===== src/design/mult_pkg.sv =====
package mult_pkg;

    localparam int OP_W       = 16;
    localparam int PROD_W     = 32;
    localparam int PP_ROWS    = 16;
    localparam int CLA_GROUPS = PROD_W / 4;    // 4-bit lookahead groups

    // word addresses
    localparam logic [1:0] ADR_OPERAND = 2'd0;
    localparam logic [1:0] ADR_RESULT  = 2'd1;
    localparam logic [1:0] ADR_STATUS  = 2'd2;

    // status word bits
    localparam int STAT_BUSY = 0;
    localparam int STAT_DONE = 1;

    typedef struct packed {
        logic [OP_W-1:0] b;    // high half of bus word
        logic [OP_W-1:0] a;
    } mult_op_t;

    typedef logic [7:0][PROD_W-1:0] rows8_t;

    typedef struct packed {
        logic [PROD_W-1:0] carry;
        logic [PROD_W-1:0] sum;
    } csa_pair_t;

    typedef struct packed {
        logic              cyc;
        logic              stb;
        logic              we;
        logic [1:0]        adr;
        logic [PROD_W-1:0] dat_w;
    } wb_req_t;

    typedef struct packed {
        logic [PROD_W-1:0] dat_r;
        logic              ack;
    } wb_rsp_t;

endpackage


===== src/design/compressor_row.sv =====
module compressor_row
    import mult_pkg::*;
(
    input  logic [PROD_W-1:0] x1,
    input  logic [PROD_W-1:0] x2,
    input  logic [PROD_W-1:0] x3,
    input  logic [PROD_W-1:0] x4,
    output csa_pair_t         pair
);

    logic [PROD_W-1:0] cin;      // cout of the bit below
    logic [PROD_W-1:0] sum;
    logic [PROD_W-1:0] carry;    // already at its weight

    assign cin[0]   = 1'b0;
    assign carry[0] = 1'b0;

    for (genvar i = 0; i < PROD_W; i++) begin : g_cell
        logic s_inter;

        assign s_inter = x1[i] ^ x2[i] ^ x3[i];
        assign sum[i]  = s_inter ^ x4[i] ^ cin[i];

        // carries out of bit 31 fall off the 32-bit product
        if (i < PROD_W - 1) begin : g_carry
            // cout does not depend on cin, so no ripple along the row
            assign cin[i+1] = (x1[i] & x2[i]) | (x2[i] & x3[i]) | (x3[i] & x1[i]);
            assign carry[i+1] = (s_inter & x4[i]) | (x4[i] & cin[i])
                              | (cin[i] & s_inter);
        end
    end

    assign pair.sum   = sum;
    assign pair.carry = carry;

endmodule


===== src/design/pipe_stage.sv =====
module pipe_stage #(
    parameter type payload_t = logic
) (
    input  logic     clk,
    input  logic     rst,
    input  logic     in_valid,
    input  payload_t in_data,
    output logic     out_valid,
    output payload_t out_data
);

    always_ff @(posedge clk) begin
        if (rst) begin
            out_valid <= 1'b0;
        end else begin
            out_valid <= in_valid;
        end
    end

    always_ff @(posedge clk) begin
        if (in_valid) begin
            out_data <= in_data;    // hold between products
        end
    end

endmodule


===== src/design/cla_adder.sv =====
module cla_adder
    import mult_pkg::*;
(
    input  csa_pair_t         rows,
    output logic [PROD_W-1:0] sum
);

    logic [PROD_W-1:0]       g;
    logic [PROD_W-1:0]       p;
    logic [CLA_GROUPS-2:0]   grp_g;    // top group needs no carry out
    logic [CLA_GROUPS-2:0]   grp_p;
    logic [CLA_GROUPS-1:0]   gc;       // carry into each group

    // carries into bits 0..3 of a group
    function automatic logic [3:0] bit_carries(input logic [3:0] gi, input logic [3:0] pi,
                                               input logic ci);
        logic [3:0] c;
        c[0] = ci;
        c[1] = gi[0] | (pi[0] & ci);
        c[2] = gi[1] | (pi[1] & gi[0]) | (pi[1] & pi[0] & ci);
        c[3] = gi[2] | (pi[2] & gi[1]) | (pi[2] & pi[1] & gi[0])
             | (pi[2] & pi[1] & pi[0] & ci);
        return c;
    endfunction

    function automatic logic grp_gen(input logic [3:0] gi, input logic [3:0] pi);
        return gi[3] | (pi[3] & gi[2]) | (pi[3] & pi[2] & gi[1])
             | (pi[3] & pi[2] & pi[1] & gi[0]);
    endfunction

    assign g = rows.sum & rows.carry;
    assign p = rows.sum ^ rows.carry;

    for (genvar k = 0; k < CLA_GROUPS; k++) begin : g_grp
        logic [3:0] c;

        if (k < CLA_GROUPS - 1) begin : g_gp
            assign grp_g[k] = grp_gen(g[4*k +: 4], p[4*k +: 4]);
            assign grp_p[k] = &p[4*k +: 4];
        end
        assign c            = bit_carries(g[4*k +: 4], p[4*k +: 4], gc[k]);
        assign sum[4*k +: 4] = p[4*k +: 4] ^ c;
    end

    // second level, flat across the groups with carry-in zero
    always_comb begin : group_lookahead
        logic term;
        gc = '0;
        for (int k = 1; k < CLA_GROUPS; k++) begin
            for (int j = 0; j < k; j++) begin
                term = grp_g[j];
                for (int m = j + 1; m < k; m++) begin
                    term = term & grp_p[m];
                end
                gc[k] = gc[k] | term;
            end
        end
    end

endmodule


===== src/design/dadda_tree.sv =====
module dadda_tree
    import mult_pkg::*;
(
    input  logic      clk,
    input  logic      rst,
    input  mult_op_t  op,
    input  logic      start,
    output csa_pair_t rows,
    output logic      valid
);

    logic [PP_ROWS-1:0][PROD_W-1:0] pp;
    rows8_t                         l1_rows;
    rows8_t                         s1_rows;
    logic                           s1_valid;
    csa_pair_t                      l2_pair [2];
    csa_pair_t                      l3_pair;

    // row j is a gated by b[j], placed at weight j
    for (genvar j = 0; j < PP_ROWS; j++) begin : g_pp
        assign pp[j] = {{(PROD_W-OP_W){1'b0}}, op.a & {OP_W{op.b[j]}}} << j;
    end

    // 16 -> 8
    for (genvar k = 0; k < PP_ROWS / 4; k++) begin : g_lvl1
        csa_pair_t pair;

        compressor_row u_row (
            .x1   (pp[4*k]),
            .x2   (pp[4*k+1]),
            .x3   (pp[4*k+2]),
            .x4   (pp[4*k+3]),
            .pair (pair)
        );
        assign l1_rows[2*k]   = pair.sum;
        assign l1_rows[2*k+1] = pair.carry;
    end

    pipe_stage #(.payload_t(rows8_t)) u_stage1 (
        .clk       (clk),
        .rst       (rst),
        .in_valid  (start),
        .in_data   (l1_rows),
        .out_valid (s1_valid),
        .out_data  (s1_rows)
    );

    // 8 -> 4
    for (genvar k = 0; k < 2; k++) begin : g_lvl2
        compressor_row u_row (
            .x1   (s1_rows[4*k]),
            .x2   (s1_rows[4*k+1]),
            .x3   (s1_rows[4*k+2]),
            .x4   (s1_rows[4*k+3]),
            .pair (l2_pair[k])
        );
    end

    // 4 -> 2
    compressor_row u_lvl3 (
        .x1   (l2_pair[0].sum),
        .x2   (l2_pair[0].carry),
        .x3   (l2_pair[1].sum),
        .x4   (l2_pair[1].carry),
        .pair (l3_pair)
    );

    pipe_stage #(.payload_t(csa_pair_t)) u_stage2 (
        .clk       (clk),
        .rst       (rst),
        .in_valid  (s1_valid),
        .in_data   (l3_pair),
        .out_valid (valid),
        .out_data  (rows)
    );

endmodule


===== src/design/wb_mult_ctrl.sv =====
module wb_mult_ctrl
    import mult_pkg::*;
(
    input  logic              clk,
    input  logic              rst,
    input  wb_req_t           wb_req,
    output wb_rsp_t           wb_rsp,
    output mult_op_t          op,
    output logic              start,
    input  logic              prod_valid,
    input  logic [PROD_W-1:0] product
);

    typedef enum logic {
        IDLE,
        BUSY
    } state_t;

    state_t            state;
    logic              req;
    logic              op_wr;
    logic              accept;
    logic              ack_q;
    logic [PROD_W-1:0] dat_r_q;
    logic [PROD_W-1:0] rd_data;
    logic [PROD_W-1:0] status;
    logic [PROD_W-1:0] result;
    logic              done;

    assign req   = wb_req.cyc & wb_req.stb;
    assign op_wr = req & wb_req.we & (wb_req.adr == ADR_OPERAND);

    // no new transfer while ack is out; operand writes wait for idle
    assign accept = req & ~ack_q & ~(op_wr & (state == BUSY));

    always_comb begin
        status            = '0;
        status[STAT_BUSY] = (state == BUSY);
        status[STAT_DONE] = done;
    end

    always_comb begin
        case (wb_req.adr)
            ADR_OPERAND: rd_data = op;
            ADR_RESULT:  rd_data = result;
            ADR_STATUS:  rd_data = status;
            default:     rd_data = '0;    // unused address
        endcase
    end

    always_ff @(posedge clk) begin
        if (rst) begin
            state  <= IDLE;
            ack_q  <= 1'b0;
            start  <= 1'b0;
            done   <= 1'b0;
            result <= '0;
        end else begin
            ack_q <= accept;
            start <= accept & op_wr;
            if (accept && op_wr) begin
                state <= BUSY;
                done  <= 1'b0;
            end else if (prod_valid) begin
                state  <= IDLE;
                done   <= 1'b1;
                result <= product;
            end
        end
    end

    always_ff @(posedge clk) begin
        if (accept) begin
            dat_r_q <= rd_data;
        end
        if (accept && op_wr) begin
            op <= mult_op_t'(wb_req.dat_w);
        end
    end

    assign wb_rsp = '{dat_r: dat_r_q, ack: ack_q};

endmodule


===== src/design/wb_multiplier.sv =====
module wb_multiplier
    import mult_pkg::*;
(
    input  logic    clk,
    input  logic    rst,
    input  wb_req_t wb_req,
    output wb_rsp_t wb_rsp
);

    mult_op_t          op;
    logic              start;
    csa_pair_t         rows;
    logic              rows_valid;
    logic [PROD_W-1:0] product;

    wb_mult_ctrl u_ctrl (
        .clk        (clk),
        .rst        (rst),
        .wb_req     (wb_req),
        .wb_rsp     (wb_rsp),
        .op         (op),
        .start      (start),
        .prod_valid (rows_valid),
        .product    (product)
    );

    // two register stages between start and rows_valid
    dadda_tree u_tree (
        .clk   (clk),
        .rst   (rst),
        .op    (op),
        .start (start),
        .rows  (rows),
        .valid (rows_valid)
    );

    cla_adder u_adder (
        .rows (rows),
        .sum  (product)    // sampled by ctrl with rows_valid
    );

endmodule


===== config.mk =====
export PLATFORM = sky130hd
export DESIGN_NAME = wb_multiplier
export DESIGN_NICKNAME = d
export VERILOG_FILES = /design/src/design/mult_pkg.sv /design/src/design/compressor_row.sv /design/src/design/pipe_stage.sv /design/src/design/cla_adder.sv /design/src/design/dadda_tree.sv /design/src/design/wb_mult_ctrl.sv /design/src/design/wb_multiplier.sv
export SDC_FILE = /design/constraint.sdc
export NUM_CORES = 1
export LEC_CHECK = 0
export ABC_AREA = 1
export BUFFER_PORTS_ARGS = -buffer_cell sky130_fd_sc_hd__buf_2
export CAP_MARGIN = 20
export CORE_AREA = 2 2 239 170
export CTS_BUF_LIST = sky130_fd_sc_hd__clkbuf_4 sky130_fd_sc_hd__clkbuf_8
export DETAILED_ROUTE_END_ITERATION = 8
export DIE_AREA = 0 0 241 172
export HOLD_SLACK_MARGIN = 0.03
export SKIP_CTS_REPAIR_TIMING = 1
export SLEW_MARGIN = 20
export SYNTH_ARGS = -nofsm -noshare
export SYNTH_HDL_FRONTEND = slang
export SYNTH_SLANG_ARGS = --single-unit

===== constraint.sdc =====
create_clock -name clk -period 3.9 [get_ports clk]
set_input_delay 0.195 -clock clk [delete_from_list [all_inputs] [get_ports clk]]
set_output_delay 0.195 -clock clk [all_outputs]
set_load 0.02 [all_outputs]

==> metrics.txt, run 1 <==
# TYPE chip_impl_metric gauge
chip_impl_metric{name="tightestPinTransition",unit="ps"} 1097
chip_impl_metric{name="cts_inserted_buffers",unit=""} 50
chip_impl_metric{name="die_h",unit="um"} 172
chip_impl_metric{name="fill_cells",unit=""} 3543
chip_impl_metric{name="post_synth_instance_area",unit="um^2"} 17490
chip_impl_metric{name="period_minus_slack",unit="ps"} 2800
chip_impl_metric{name="route.final.wire_length",unit="um"} 39560
chip_impl_metric{name="via_per_inst",unit=""} 4.790
chip_impl_metric{name="syn_nets",unit=""} 1837
chip_impl_metric{name="antenna_violations_before_repair",unit=""} 0
chip_impl_metric{name="count_of_h_tree_levels_built_during_cts",unit=""} 2
chip_impl_metric{name="power.internal",unit="mW"} 5.085
chip_impl_metric{name="final.setup.worst_slack",unit="ps"} 1100
chip_impl_metric{name="number_of_buffer_cells_added_on_primary_ports",unit=""} 71
chip_impl_info{name="min-delay-start",value="wb_req[33]"} 1
chip_impl_metric{name="critical_path.max_fanout",unit=""} 1
chip_impl_metric{name="preCtsSetupSlack",unit="ps"} 1072
chip_impl_metric{name="setup.reg_to_reg.worst_slack",unit="ps"} 1100
chip_impl_metric{name="yosys_synthesis_warning_count",unit=""} 0
chip_impl_metric{name="setup_violations",unit=""} 0
chip_impl_metric{name="power.share.combinational",unit="%"} 4.4
chip_impl_info{name="timing.critical_path.from_type",value="flip-flop"} 1
chip_impl_info{name="cts-root-buf",value="clkbuf_8"} 1
chip_impl_metric{name="power.share.clock",unit="%"} 42.0
chip_impl_metric{name="fp-row-count",unit=""} 61
chip_impl_metric{name="drive_gt1_share",unit="%"} 11.31
chip_impl_info{name="critical_path_class",value="flip-flop to flip-flop"} 1
chip_impl_metric{name="ffs_w_async_s_r_synth",unit="%"} 0
chip_impl_metric{name="drt_drc_violations_left",unit=""} 0
chip_impl_metric{name="power_density",unit="nW/um^2"} 337.1
chip_impl_metric{name="cts_sinks",unit=""} 299
chip_impl_metric{name="grt_start_max_net_pins",unit=""} 94
chip_impl_metric{name="timing_hold_violations_final",unit=""} 0
chip_impl_metric{name="fin_setup_tns",unit="ps"} 0
chip_impl_info{name="cts_tree",value="built"} 1
chip_impl_metric{name="post_synth_edffs",unit=""} 261
chip_impl_metric{name="power.ir.vdd_worst",unit="mV"} 0.1928
chip_impl_metric{name="finish.net_count",unit=""} 1919
chip_impl_metric{name="drtPass1Iterations",unit=""} 5
chip_impl_metric{name="core_area",unit="um^2"} 39230
chip_impl_metric{name="maxCapViolCount",unit=""} 0
chip_impl_metric{name="grt_first_pass_wirelength",unit="um"} 61530
chip_impl_metric{name="total_power",unit="mW"} 6.599
chip_impl_info{name="worst_hold_path_type",value="input port to flip-flop"} 1
chip_impl_metric{name="area_of_the_multi_input_gates",unit="um^2"} 7214
chip_impl_metric{name="max_clock_freq",unit="MHz"} 357.1
chip_impl_metric{name="floorplan_die_area",unit="um^2"} 41450
chip_impl_metric{name="antenna_cells",unit=""} 0
chip_impl_metric{name="area.growth.synth_to_final",unit="%"} 11.96
chip_impl_metric{name="final_core_utilization",unit="%"} 49.90
chip_impl_metric{name="layout.area.seq",unit="um^2"} 8603
chip_impl_metric{name="finalMaxSlewViolations",unit=""} 0
chip_impl_metric{name="synthesis.instances",unit=""} 1526
chip_impl_metric{name="clk_latency",unit="ps"} 590
chip_impl_metric{name="detailed_place_hpwl",unit="um"} 26300
chip_impl_metric{name="synth.yosys.seq_area_share",unit="%"} 49.17
chip_impl_metric{name="netSwitchingFraction",unit="%"} 22.94
chip_impl_info{name="dominantRegCellSynth",value="edfxtp_1"} 1
chip_impl_metric{name="final.setup_skew",unit="ps"} 27.92
chip_impl_info{name="grt_setup_unrepaired",value="false"} 1
chip_impl_metric{name="timing.critical_path.arrival",unit="ps"} 3120
chip_impl_metric{name="slew_headroom",unit="%"} 26.83
chip_impl_metric{name="p_sw",unit="mW"} 1.514
chip_impl_metric{name="seq_power_share",unit="%"} 53.6
chip_impl_metric{name="critical_path_required",unit="ps"} 4220
chip_impl_metric{name="total_leakage_power",unit="nW"} 9.316
chip_impl_metric{name="postRouteAntennaNets",unit=""} 0
chip_impl_metric{name="synth-seq-cells",unit=""} 299
chip_impl_metric{name="cts_max_path_buffers",unit=""} 3
chip_impl_metric{name="number_of_global_route_vias_before_repair",unit=""} 10430
chip_impl_metric{name="synthDistinctLibCells",unit=""} 32
chip_impl_metric{name="floorplan.die.width",unit="um"} 241
chip_impl_info{name="run_status",value="finished, final reports clean"} 1
chip_impl_info{name="timing.critical_path.from",value="u_tree.u_stage1.out_data[14]$_DFFE_PP_"} 1
chip_impl_metric{name="drt-initial-drc-count",unit=""} 813
chip_impl_metric{name="global_placer_s_final_weighted_congestion",unit=""} 0.7942
chip_impl_metric{name="start_util",unit="%"} 44.57
chip_impl_info{name="rr_startpoint",value="u_tree.u_stage1.out_data[14]$_DFFE_PP_"} 1
chip_impl_metric{name="io-pin-count",unit=""} 72
chip_impl_metric{name="num_vias",unit=""} 10440
chip_impl_info{name="crit_end_element",value="flip-flop"} 1
chip_impl_metric{name="overflow",unit=""} 0
chip_impl_metric{name="synth.avg_cell_area",unit="um^2"} 11.46
chip_impl_metric{name="final.period_utilization",unit="%"} 71.80
chip_impl_metric{name="global_route.usage.total",unit="%"} 20.05
chip_impl_metric{name="clkTransAtPathRegs",unit="ps"} 60
chip_impl_metric{name="detail_route.wl_per_cell",unit="um"} 18.15
[area by class of cell]
class	instances	share of cell area, %
Multi-Input combinational cell	784	36.85
Inverter	362	6.941
Tap cell	535	3.419
Sequential cell	299	43.94
Clock buffer	74	4.563
Timing Repair Buffer	111	3.937
Clock inverter	14	0.3451
[routing by layer]
layer / up-vias / global-route usage, % / share of wire (%)
met5: - / 0 / 0
met4: 0 / 4.482 / 1.6
met3: 56 / 5.651 / 8.5
met2: 350 / 27.27 / 40
met1: 5209 / 31.51 / 50
li1: 4822 / - / -
[layout by cell type, fill, tap and decap left out, drive strengths merged]
master	instances
buf	78
inv	363
nand4	4
clkinv	13
o21ai	62
nor2	30
or2	2
xnor2	2
nand2	334
edfxtp	261
fa	205
a211oi	2
dlygate4sd3	33
nor2b	1
a21oi	41
dfxtp	38
xor2	11
clkbuf	74
a31oi	1
nand3	18
nor3	1
ha	67
o211ai	3
[cells in the mapped netlist, drive strengths merged (4+ instances only)]
cell	n	share of area, %
a21oi	41	1.2
buf	6	0.26
clkbuf	75	1.6
dfxtp	38	4.4
edfxtp	261	45
fa	205	23
ha	67	4.8
inv	362	7.8
nand2	334	7.3
nand3	18	0.54
nand4	4	0.18
nor2	30	0.79
o21ai	62	1.8
xor2	11	0.55
[sequential cells by signal (all words and copies together), names as in the netlist]
register                   count
u_tree.u_stage1.out_data     140
u_tree.u_stage2.out_data      57
u_ctrl.dat_r_q                32
u_ctrl.op                     32
u_ctrl.result                 32
u_ctrl.ack_q                   1
u_ctrl.done                    1
u_ctrl.start                   1
u_ctrl.state                   1
u_tree.u_stage1.out_valid      1
u_tree.u_stage2.out_valid      1
[cell families (layout without fill, tap and decap cells)]
| family | Yosys count | in the layout | share of synthesized area (%) |
|---|---|---|---|
| compound gates | 109 | 109 | 3.227 |
| xor+xnor | 13 | 13 | 0.6511 |
| fa+ha+maj | 272 | 272 | 28.26 |
| buf+inv | 443 | 561 | 9.638 |
| flops | 299 | 299 | 49.17 |
| simple gates | 390 | 390 | 9.051 |
[power by group through the flow]
stage	Combinational [mW]	Clock, mW	Sequential, mW
after global routing	0.332	3.00	3.54
after floorplan	0.159	0	3.60
after global placement	0.251	0	3.60
after detailed placement	0.261	0	3.60
final	0.288	2.77	3.54
after CTS	0.262	2.86	3.54
[critical path, cell delays in order (launching register included)]
cell,delay [ps]
edfxtp_1,400
fa_1,520
fa_1,530
inv_1,60
fa_1,520
inv_1,50
fa_1,460
[per-stage QoR]
step                cell area, um^2  hold WS (ps)  instances
global route                  19580         65.64       2179
global placement              18260         371.8       2057
detailed placement            18260         373.1       2057
floorplan                     17490         293.9       1526
CTS                           19220        -271.9       2145
finish                        19580         55.35       2179
[path summary, 6_finish.rpt]
kind | depth (start not counted) | to
max | 6 | u_tree.u_stage2.out_data[14]$_DFFE_PP_
min | 3 | u_ctrl.dat_r_q[1]$_DFFE_PP_
max reg2reg | 6 | u_tree.u_stage2.out_data[14]$_DFFE_PP_
min reg2reg | 0 | u_tree.u_stage2.out_data[0]$_DFFE_PP_
Note: power is estimated with default switching activity, not from simulation.
==> inputs of run 2 (changes only) <==
==> constraint.sdc (replaced) <==
create_clock -name clk -period 2.4 [get_ports clk]
set_input_delay 0.12 -clock clk [delete_from_list [all_inputs] [get_ports clk]]
set_output_delay 0.12 -clock clk [all_outputs]
set_load 0.02 [all_outputs]
==> run 2 against run 1 <==
Count of clock-buffer cells in the layout decreased by 9. Clock skew about the same. Clock power increased by 66%. The flow now finishes with violations (setup timing). First-iteration DRC count decreased by 15%. Via count grew 2.7%. Worst hold slack better by 140 ps. Die area is the same. Critical path type unchanged. Utilization up 2.6 points. Highest routed layer unchanged.
==> metrics.txt, run 2 (synthesized netlist as in run 1, its figures left out) <==
# TYPE chip_impl_metric gauge
chip_impl_info{name="run_status",value="finished, violations left"} 1
chip_impl_info{name="violations_in_the_final_reports",value="setup timing"} 1
chip_impl_metric{name="cts_max_path_buffers",unit=""} 3
chip_impl_metric{name="finalMaxSlewViolations",unit=""} 0
chip_impl_metric{name="total_power",unit="mW"} 10.85
chip_impl_metric{name="global_route.usage.total",unit="%"} 20.38
chip_impl_metric{name="detail_route.wl_per_cell",unit="um"} 17.87
chip_impl_metric{name="final.setup.worst_slack",unit="ps"} -286.9
chip_impl_metric{name="setup_violations",unit=""} 26
chip_impl_metric{name="die_h",unit="um"} 172
chip_impl_metric{name="cts_inserted_buffers",unit=""} 48
chip_impl_metric{name="power.share.combinational",unit="%"} 5.0
chip_impl_metric{name="final.setup_skew",unit="ps"} 27.83
chip_impl_metric{name="area_of_all_placed_cells_without_fillers",unit="um^2"} 20610
chip_impl_info{name="cell_by_cell_listing_of_the_critical_path",value="fa_1 > fa_1 > fa_2 > fa_2"} 1
chip_impl_metric{name="drive_gt1_share",unit="%"} 17.39
chip_impl_metric{name="area.growth.synth_to_final",unit="%"} 17.85
chip_impl_metric{name="core_area",unit="um^2"} 39230
chip_impl_metric{name="drt-initial-drc-count",unit=""} 689
chip_impl_metric{name="postRouteAntennaNets",unit=""} 0
chip_impl_metric{name="period_minus_slack",unit="ps"} 2687
chip_impl_metric{name="preCtsSetupSlack",unit="ps"} -298.3
chip_impl_metric{name="count_of_h_tree_levels_built_during_cts",unit=""} 2
chip_impl_metric{name="critical_path.max_fanout",unit=""} 1
chip_impl_metric{name="global_placer_s_final_weighted_congestion",unit=""} 0.8429
chip_impl_info{name="rr_startpoint",value="u_tree.u_stage1.out_data[209]$_DFFE_PP_"} 1
chip_impl_info{name="min-delay-start",value="wb_req[34]"} 1
chip_impl_metric{name="start_util",unit="%"} 44.57
chip_impl_metric{name="p_sw",unit="mW"} 2.467
chip_impl_metric{name="route.final.wire_length",unit="um"} 40070
chip_impl_metric{name="grt_start_max_net_pins",unit=""} 48
chip_impl_metric{name="seq_power_share",unit="%"} 52.7
chip_impl_metric{name="floorplan_die_area",unit="um^2"} 41450
chip_impl_metric{name="tightestPinTransition",unit="ps"} 931.5
chip_impl_info{name="cts_tree",value="built"} 1
chip_impl_metric{name="post_place_cell_area",unit="um^2"} 19010
chip_impl_metric{name="max_clock_freq",unit="MHz"} 372.2
chip_impl_metric{name="io-pin-count",unit=""} 72
chip_impl_metric{name="fin_setup_tns",unit="ps"} -4314
chip_impl_metric{name="finish.net_count",unit=""} 1980
chip_impl_metric{name="power_density",unit="nW/um^2"} 526.6
chip_impl_metric{name="maxCapViolCount",unit=""} 0
chip_impl_metric{name="fill_cells",unit=""} 3427
chip_impl_info{name="register_with_the_highest_flop_count",value="u_tree.u_stage1.out_data"} 1
chip_impl_info{name="crit_end_element",value="flip-flop"} 1
chip_impl_metric{name="antenna_cells",unit=""} 0
chip_impl_metric{name="timing.critical_path.arrival",unit="ps"} 3020
chip_impl_info{name="final_cell_mix",value="inv_1 (352), nand2_1 (320), edfxtp_1 (261)"} 1
chip_impl_metric{name="via_per_inst",unit=""} 4.778
chip_impl_info{name="grt_setup_unrepaired",value="true"} 1
chip_impl_metric{name="floorplan.die.width",unit="um"} 241
chip_impl_metric{name="number_of_buffer_cells_added_on_primary_ports",unit=""} 71
chip_impl_info{name="layout_commonest_cell",value="inv_1"} 1
chip_impl_info{name="critical_path_class",value="flip-flop to flip-flop"} 1
chip_impl_metric{name="timing.critical_path.slowest_cell_delay",unit="ps"} 600
chip_impl_metric{name="final.period_utilization",unit="%"} 112.0
chip_impl_metric{name="slew_headroom",unit="%"} 37.83
chip_impl_metric{name="cts_sinks",unit=""} 299
chip_impl_metric{name="clkTransAtPathRegs",unit="ps"} 60
chip_impl_info{name="critical_path.slowest_cell",value="fa_2"} 1
chip_impl_metric{name="critical_path_required",unit="ps"} 2730
chip_impl_info{name="cts-root-buf",value="clkbuf_8"} 1
chip_impl_metric{name="netSwitchingFraction",unit="%"} 22.74
chip_impl_metric{name="power.internal",unit="mW"} 8.385
chip_impl_metric{name="grt_first_pass_wirelength",unit="um"} 62820
chip_impl_info{name="largest_registers",value="u_tree.u_stage1.out_data (140), u_tree.u_stage2.out_data (57)"} 1
chip_impl_metric{name="timing_hold_violations_final",unit=""} 0
chip_impl_metric{name="number_of_global_route_vias_before_repair",unit=""} 11170
chip_impl_info{name="worst_hold_path_type",value="input port to flip-flop"} 1
chip_impl_metric{name="detailed_place_hpwl",unit="um"} 27840
chip_impl_metric{name="drt_drc_violations_left",unit=""} 0
chip_impl_metric{name="max_reg_flops",unit=""} 140
chip_impl_metric{name="num_vias",unit=""} 10720
chip_impl_metric{name="overflow",unit=""} 0
chip_impl_metric{name="total_leakage_power",unit="nW"} 9.725
chip_impl_info{name="timing.critical_path.from",value="u_tree.u_stage1.out_data[209]$_DFFE_PP_"} 1
chip_impl_metric{name="power.ir.vdd_worst",unit="mV"} 0.3685
chip_impl_metric{name="clk_latency",unit="ps"} 600
chip_impl_metric{name="power.share.clock",unit="%"} 42.4
chip_impl_metric{name="antenna_violations_before_repair",unit=""} 0
chip_impl_info{name="timing.critical_path.from_type",value="flip-flop"} 1
chip_impl_metric{name="drtPass1Iterations",unit=""} 7
chip_impl_metric{name="fp-row-count",unit=""} 61
==> run 2: routing by layer <==
metal | share of wire (%) | up-vias | track usage [%]
met5 | 0 | - | 0
met4 | 2.4 | 0 | 5.878
met2 | 41 | 395 | 28.64
met1 | 47 | 5302 | 30.83
li1 | - | 4950 | -
met3 | 9.7 | 70 | 5.572
==> run 2: area by class of cell <==
cell class,instances,area (um^2),share of cell area (%)
flip-flops and latches,299,8603,41.75
multi-input cells,784,7451,36.15
repair buffers,174,1526,7.407
inverters,362,1359,6.593
clock buffers,65,825.8,4.007
well taps,535,669.4,3.248
clock inverters,24,173.9,0.8439
==> run 2: path summary, 6_finish.rpt <==
| kind | endpoint | slack (ps) | depth (start not counted) |
|---|---|---|---|
| worst min register to register | u_tree.u_stage2.out_data[2]$_DFFE_PP_ | 420 | 0 |
| worst min-delay path | u_ctrl.done$_SDFFE_PP0P_ | 200 | 5 |
| worst max register to register | u_tree.u_stage2.out_data[17]$_DFFE_PP_ | -290 | 4 |
| worst max-delay path | u_tree.u_stage2.out_data[17]$_DFFE_PP_ | -290 | 4 |
==> run 2: critical path: cells and delay by family (launching register included) <==
family                   cells  cell delay, ps
adder cells (fa/ha/maj)      4            2040
flip-flops                   1             390
==> run 2: per-stage QoR <==
stage,hold slack [ps],utilization [%],instances
after CTS,-360.1,51.01,2204
final,199.8,52.53,2243
after global routing,199.0,52.53,2243
after floorplan,218.9,-,1526
after global placement,296.1,48.46,2115
after detailed placement,298.1,48.46,2115
==> run 2: power groups by stage <==
stage / combinational, mW / clock (mW) / sequential, mW
floorplan: 0.260 / 0 / 5.85
global placement: 0.466 / 0 / 5.82
detailed placement: 0.485 / 0 / 5.83
CTS: 0.488 / 4.72 / 5.72
global route: 0.613 / 4.93 / 5.72
finish: 0.538 / 4.60 / 5.72
==> inputs of run 3 (changes only) <==
--- a/config.mk
+++ b/config.mk
@@ -8,13 +8,14 @@
 export ABC_AREA = 1
 export BUFFER_PORTS_ARGS = -buffer_cell sky130_fd_sc_hd__buf_2
 export CAP_MARGIN = 20
-export CORE_AREA = 2 2 239 170
+export CORE_AREA = 2 2 296 210
 export CTS_BUF_LIST = sky130_fd_sc_hd__clkbuf_4 sky130_fd_sc_hd__clkbuf_8
 export DETAILED_ROUTE_END_ITERATION = 8
-export DIE_AREA = 0 0 241 172
+export DIE_AREA = 0 0 298 212
 export HOLD_SLACK_MARGIN = 0.03
 export SKIP_CTS_REPAIR_TIMING = 1
 export SLEW_MARGIN = 20
 export SYNTH_ARGS = -nofsm -noshare
 export SYNTH_HDL_FRONTEND = slang
+export SYNTH_HIERARCHICAL = 1
 export SYNTH_SLANG_ARGS = --single-unit
==> run 3 against run 2 <==
The flow still finishes with violations (setup timing). Via count is 44% higher. Utilization rose by 0.095 points. Fmax down 3.8%. Global-route usage decreased by 1.4 points. Synthesized cell count increased by 34%. Non-clock buffer count up 43. Clock skew is 10 ps higher. Sequential power rose by 45%. Flip-flop and latch count is 123 higher. Worst hold slack worse by 26 ps. Critical path type unchanged. Largest power group unchanged. Highest routed layer unchanged.
==> metrics.txt, run 3 <==
# TYPE chip_impl_metric gauge
chip_impl_info{name="run_status",value="finished, violations left"} 1
chip_impl_info{name="violations_in_the_final_reports",value="setup timing"} 1
chip_impl_info{name="cts-root-buf",value="clkbuf_8"} 1
chip_impl_metric{name="finish.net_count",unit=""} 3014
chip_impl_metric{name="synth.yosys.seq_area_share",unit="%"} 45.62
chip_impl_metric{name="power.ir.vdd_worst",unit="mV"} 0.3369
chip_impl_metric{name="post_synth_edffs",unit=""} 384
chip_impl_info{name="netlist_top_cells_count",value="fa_1 (435), edfxtp_1 (384), nand2_1 (379), inv_1 (339), nand3_1 (126)"} 1
chip_impl_metric{name="drive_gt1_share",unit="%"} 18.67
chip_impl_info{name="post_synth_main_area_contributors",value="edfxtp_1 (43%), fa_1 (32%), nand2_1 (5.3%)"} 1
chip_impl_metric{name="cts_sinks",unit=""} 422
chip_impl_metric{name="post_synth_instance_area",unit="um^2"} 26940
chip_impl_metric{name="number_of_buffer_cells_added_on_primary_ports",unit=""} 71
chip_impl_metric{name="slew_headroom",unit="%"} 22.81
chip_impl_info{name="yosysMostFrequentCell",value="fa_1"} 1
chip_impl_metric{name="die_h",unit="um"} 212
chip_impl_metric{name="tightestPinTransition",unit="ps"} 1158
chip_impl_info{name="timing.critical_path.from_type",value="flip-flop"} 1
chip_impl_metric{name="maxCapViolCount",unit=""} 0
chip_impl_metric{name="area_of_all_placed_cells_without_fillers",unit="um^2"} 31930
chip_impl_metric{name="grt_first_pass_wirelength",unit="um"} 91270
chip_impl_metric{name="core_area",unit="um^2"} 60670
chip_impl_metric{name="via_per_inst",unit=""} 4.583
chip_impl_metric{name="finalMaxSlewViolations",unit=""} 0
chip_impl_metric{name="fp-row-count",unit=""} 76
chip_impl_metric{name="critical_path.max_fanout",unit=""} 1
chip_impl_metric{name="power_density",unit="nW/um^2"} 522.2
chip_impl_metric{name="global_route.usage.total",unit="%"} 19.01
chip_impl_metric{name="setup_violations",unit=""} 73
chip_impl_info{name="register_with_the_highest_flop_count",value="u_tree/u_stage1/out_data"} 1
chip_impl_metric{name="final.period_utilization",unit="%"} 116.4
chip_impl_metric{name="cts_max_path_buffers",unit=""} 3
chip_impl_metric{name="clkTransAtPathRegs",unit="ps"} 60
chip_impl_metric{name="drt-initial-drc-count",unit=""} 1264
chip_impl_metric{name="postRouteAntennaNets",unit=""} 0
chip_impl_metric{name="detail_route.wl_per_cell",unit="um"} 16.98
chip_impl_metric{name="num_vias",unit=""} 15490
chip_impl_metric{name="final.setup_skew",unit="ps"} 38.19
chip_impl_metric{name="synthesis.instances",unit=""} 2048
chip_impl_info{name="grt_setup_unrepaired",value="true"} 1
chip_impl_metric{name="cp_num_buf_inv",unit=""} 0
chip_impl_metric{name="clk_latency",unit="ps"} 660
chip_impl_metric{name="overflow",unit=""} 0
chip_impl_metric{name="timing.critical_path.arrival",unit="ps"} 3170
chip_impl_info{name="dominantRegCellSynth",value="edfxtp_1"} 1
chip_impl_metric{name="antenna_violations_before_repair",unit=""} 0
chip_impl_metric{name="route.final.wire_length",unit="um"} 57360
chip_impl_info{name="final_cell_mix",value="edfxtp_1 (384), fa_1 (383), nand2_1 (370)"} 1
chip_impl_metric{name="fin_setup_tns",unit="ps"} -16150
chip_impl_metric{name="synthDistinctLibCells",unit=""} 39
chip_impl_info{name="largest_registers",value="u_tree/u_stage1/out_data (256), u_tree/u_stage2/out_data (64)"} 1
chip_impl_metric{name="synth-seq-cells",unit=""} 422
chip_impl_metric{name="dpl.cell_count",unit=""} 3201
chip_impl_metric{name="io-pin-count",unit=""} 72
chip_impl_metric{name="synth.avg_cell_area",unit="um^2"} 13.16
chip_impl_info{name="min-delay-start",value="wb_req[35]"} 1
chip_impl_info{name="crit_end_element",value="flip-flop"} 1
chip_impl_metric{name="critical_path_required",unit="ps"} 2780
chip_impl_info{name="cts_tree",value="built"} 1
chip_impl_metric{name="final_core_utilization",unit="%"} 52.63
chip_impl_metric{name="count_of_h_tree_levels_built_during_cts",unit=""} 3
chip_impl_info{name="timing.critical_path.from",value="u_tree/u_stage1/out_data[16]$_DFFE_PP_"} 1
chip_impl_metric{name="area.growth.synth_to_final",unit="%"} 18.50
chip_impl_info{name="critical_path_class",value="flip-flop to flip-flop"} 1
chip_impl_metric{name="number_of_global_route_vias_before_repair",unit=""} 16560
chip_impl_metric{name="period_minus_slack",unit="ps"} 2793
chip_impl_metric{name="holdWs",unit="ps"} 173.7
chip_impl_metric{name="max_clock_freq",unit="MHz"} 358.0
chip_impl_info{name="layout_commonest_cell",value="edfxtp_1"} 1
chip_impl_metric{name="detailed_place_hpwl",unit="um"} 40880
chip_impl_metric{name="floorplan_die_area",unit="um^2"} 63180
chip_impl_metric{name="global_placer_s_final_weighted_congestion",unit=""} 0.8258
chip_impl_metric{name="max_reg_flops",unit=""} 256
chip_impl_info{name="rr_startpoint",value="u_tree/u_stage1/out_data[16]$_DFFE_PP_"} 1
chip_impl_metric{name="total_leakage_power",unit="nW"} 14.82
chip_impl_metric{name="timing_hold_violations_final",unit=""} 0
chip_impl_info{name="worst_hold_path_type",value="input port to flip-flop"} 1
chip_impl_metric{name="drtPass1Iterations",unit=""} 5
chip_impl_metric{name="final.setup.worst_slack",unit="ps"} -393.1
chip_impl_metric{name="synth_top_area_share",unit="%"} 42.80
chip_impl_metric{name="antenna_cells",unit=""} 0
chip_impl_info{name="cell_by_cell_listing_of_the_critical_path",value="fa_1 > fa_1 > fa_1 > fa_2"} 1
chip_impl_metric{name="cts_inserted_buffers",unit=""} 75
chip_impl_metric{name="grt_start_max_net_pins",unit=""} 72
chip_impl_metric{name="post_place_cell_area",unit="um^2"} 29620
chip_impl_metric{name="ffs_w_async_s_r_synth",unit="%"} 0
chip_impl_info{name="yosysTopAreaCell",value="edfxtp_1"} 1
chip_impl_info{name="critical_path.slowest_cell",value="fa_1"} 1
chip_impl_info{name="cpLargestDelayFamily",value="adder cells"} 1
chip_impl_metric{name="preCtsSetupSlack",unit="ps"} -491.3
chip_impl_metric{name="floorplan.die.width",unit="um"} 298
chip_impl_metric{name="start_util",unit="%"} 44.41
chip_impl_metric{name="yosys_synthesis_warning_count",unit=""} 6
chip_impl_metric{name="timing.critical_path.slowest_cell_delay",unit="ps"} 590
chip_impl_metric{name="finalNonFillerCells",unit=""} 3379
chip_impl_metric{name="drt_drc_violations_left",unit=""} 0
chip_impl_metric{name="total_power",unit="mW"} 16.67
chip_impl_info{name="path_common_cell",value="fa_1"} 1
[run 3: cell types whose count changed after synthesis, sizes merged, moves of 8 or more]
cell / delta
inv: -12
edfxtp: +123
o21ai: -58
nand3: +111
buf: +83
clkbuf: -61
a21oi: +12
ha: -29
nor2: +23
fa: +230
nand2: +75
xor2: +9
conb: +8
[run 3: worst paths after layout]
kind | depth (start not counted) | slack (ps) | endpoint
hold / removal | 5 | 170 | u_ctrl/op[23]$_DFFE_PP_
setup / recovery | 4 | -390 | u_tree/u_stage2/out_data[16]$_DFFE_PP_
hold reg to reg | 2 | 480 | u_ctrl/result[15]$_SDFFE_PP0P_
setup reg to reg | 4 | -390 | u_tree/u_stage2/out_data[16]$_DFFE_PP_
[run 3: where the power goes]
part / internal (mW) / switching, mW
Clock: 3.78 / 3.12
Sequential: 8.23 / 0.0443
Combinational: 0.631 / 0.869
Total: 12.6 / 4.03
[run 3: logic make-up after synthesis]
kind of cell	Yosys count	synth area share, %
AND/OR/NAND/NOR	604	9.566
adder cells (fa/ha/maj)	473	34.08
buffers and inverters	453	8.085
flip-flops	422	45.62
AO/OA/AOI/OAI	61	1.658
XOR/XNOR	27	0.8777
other	8	0.1115
[run 3: final cells by class]
class,count,area [um^2]
fill,5079,28740
inverter,350,1319
tap,819,1025
clock inverter,31,245.2
timing repair buffer,217,1961
multi-input combinational,1436,13810
clock buffer,104,1275
sequential,422,12300
[run 3: layer usage]
| metal | routed length, um | track usage (%) | vias up |
|---|---|---|---|
| met5 | 0 | 0 | - |
| met4 | 1118 | 5.493 | 0 |
| met3 | 5045 | 4.925 | 79 |
| met2 | 25000 | 27.35 | 534 |
| met1 | 26200 | 28.52 | 7846 |
| li1 | - | - | 7026 |
[run 3: worst register-to-register path, stage by stage (launching register included)]
cell,delay (ps)
edfxtp_1,410
fa_1,590
fa_1,470
fa_1,570
fa_2,480
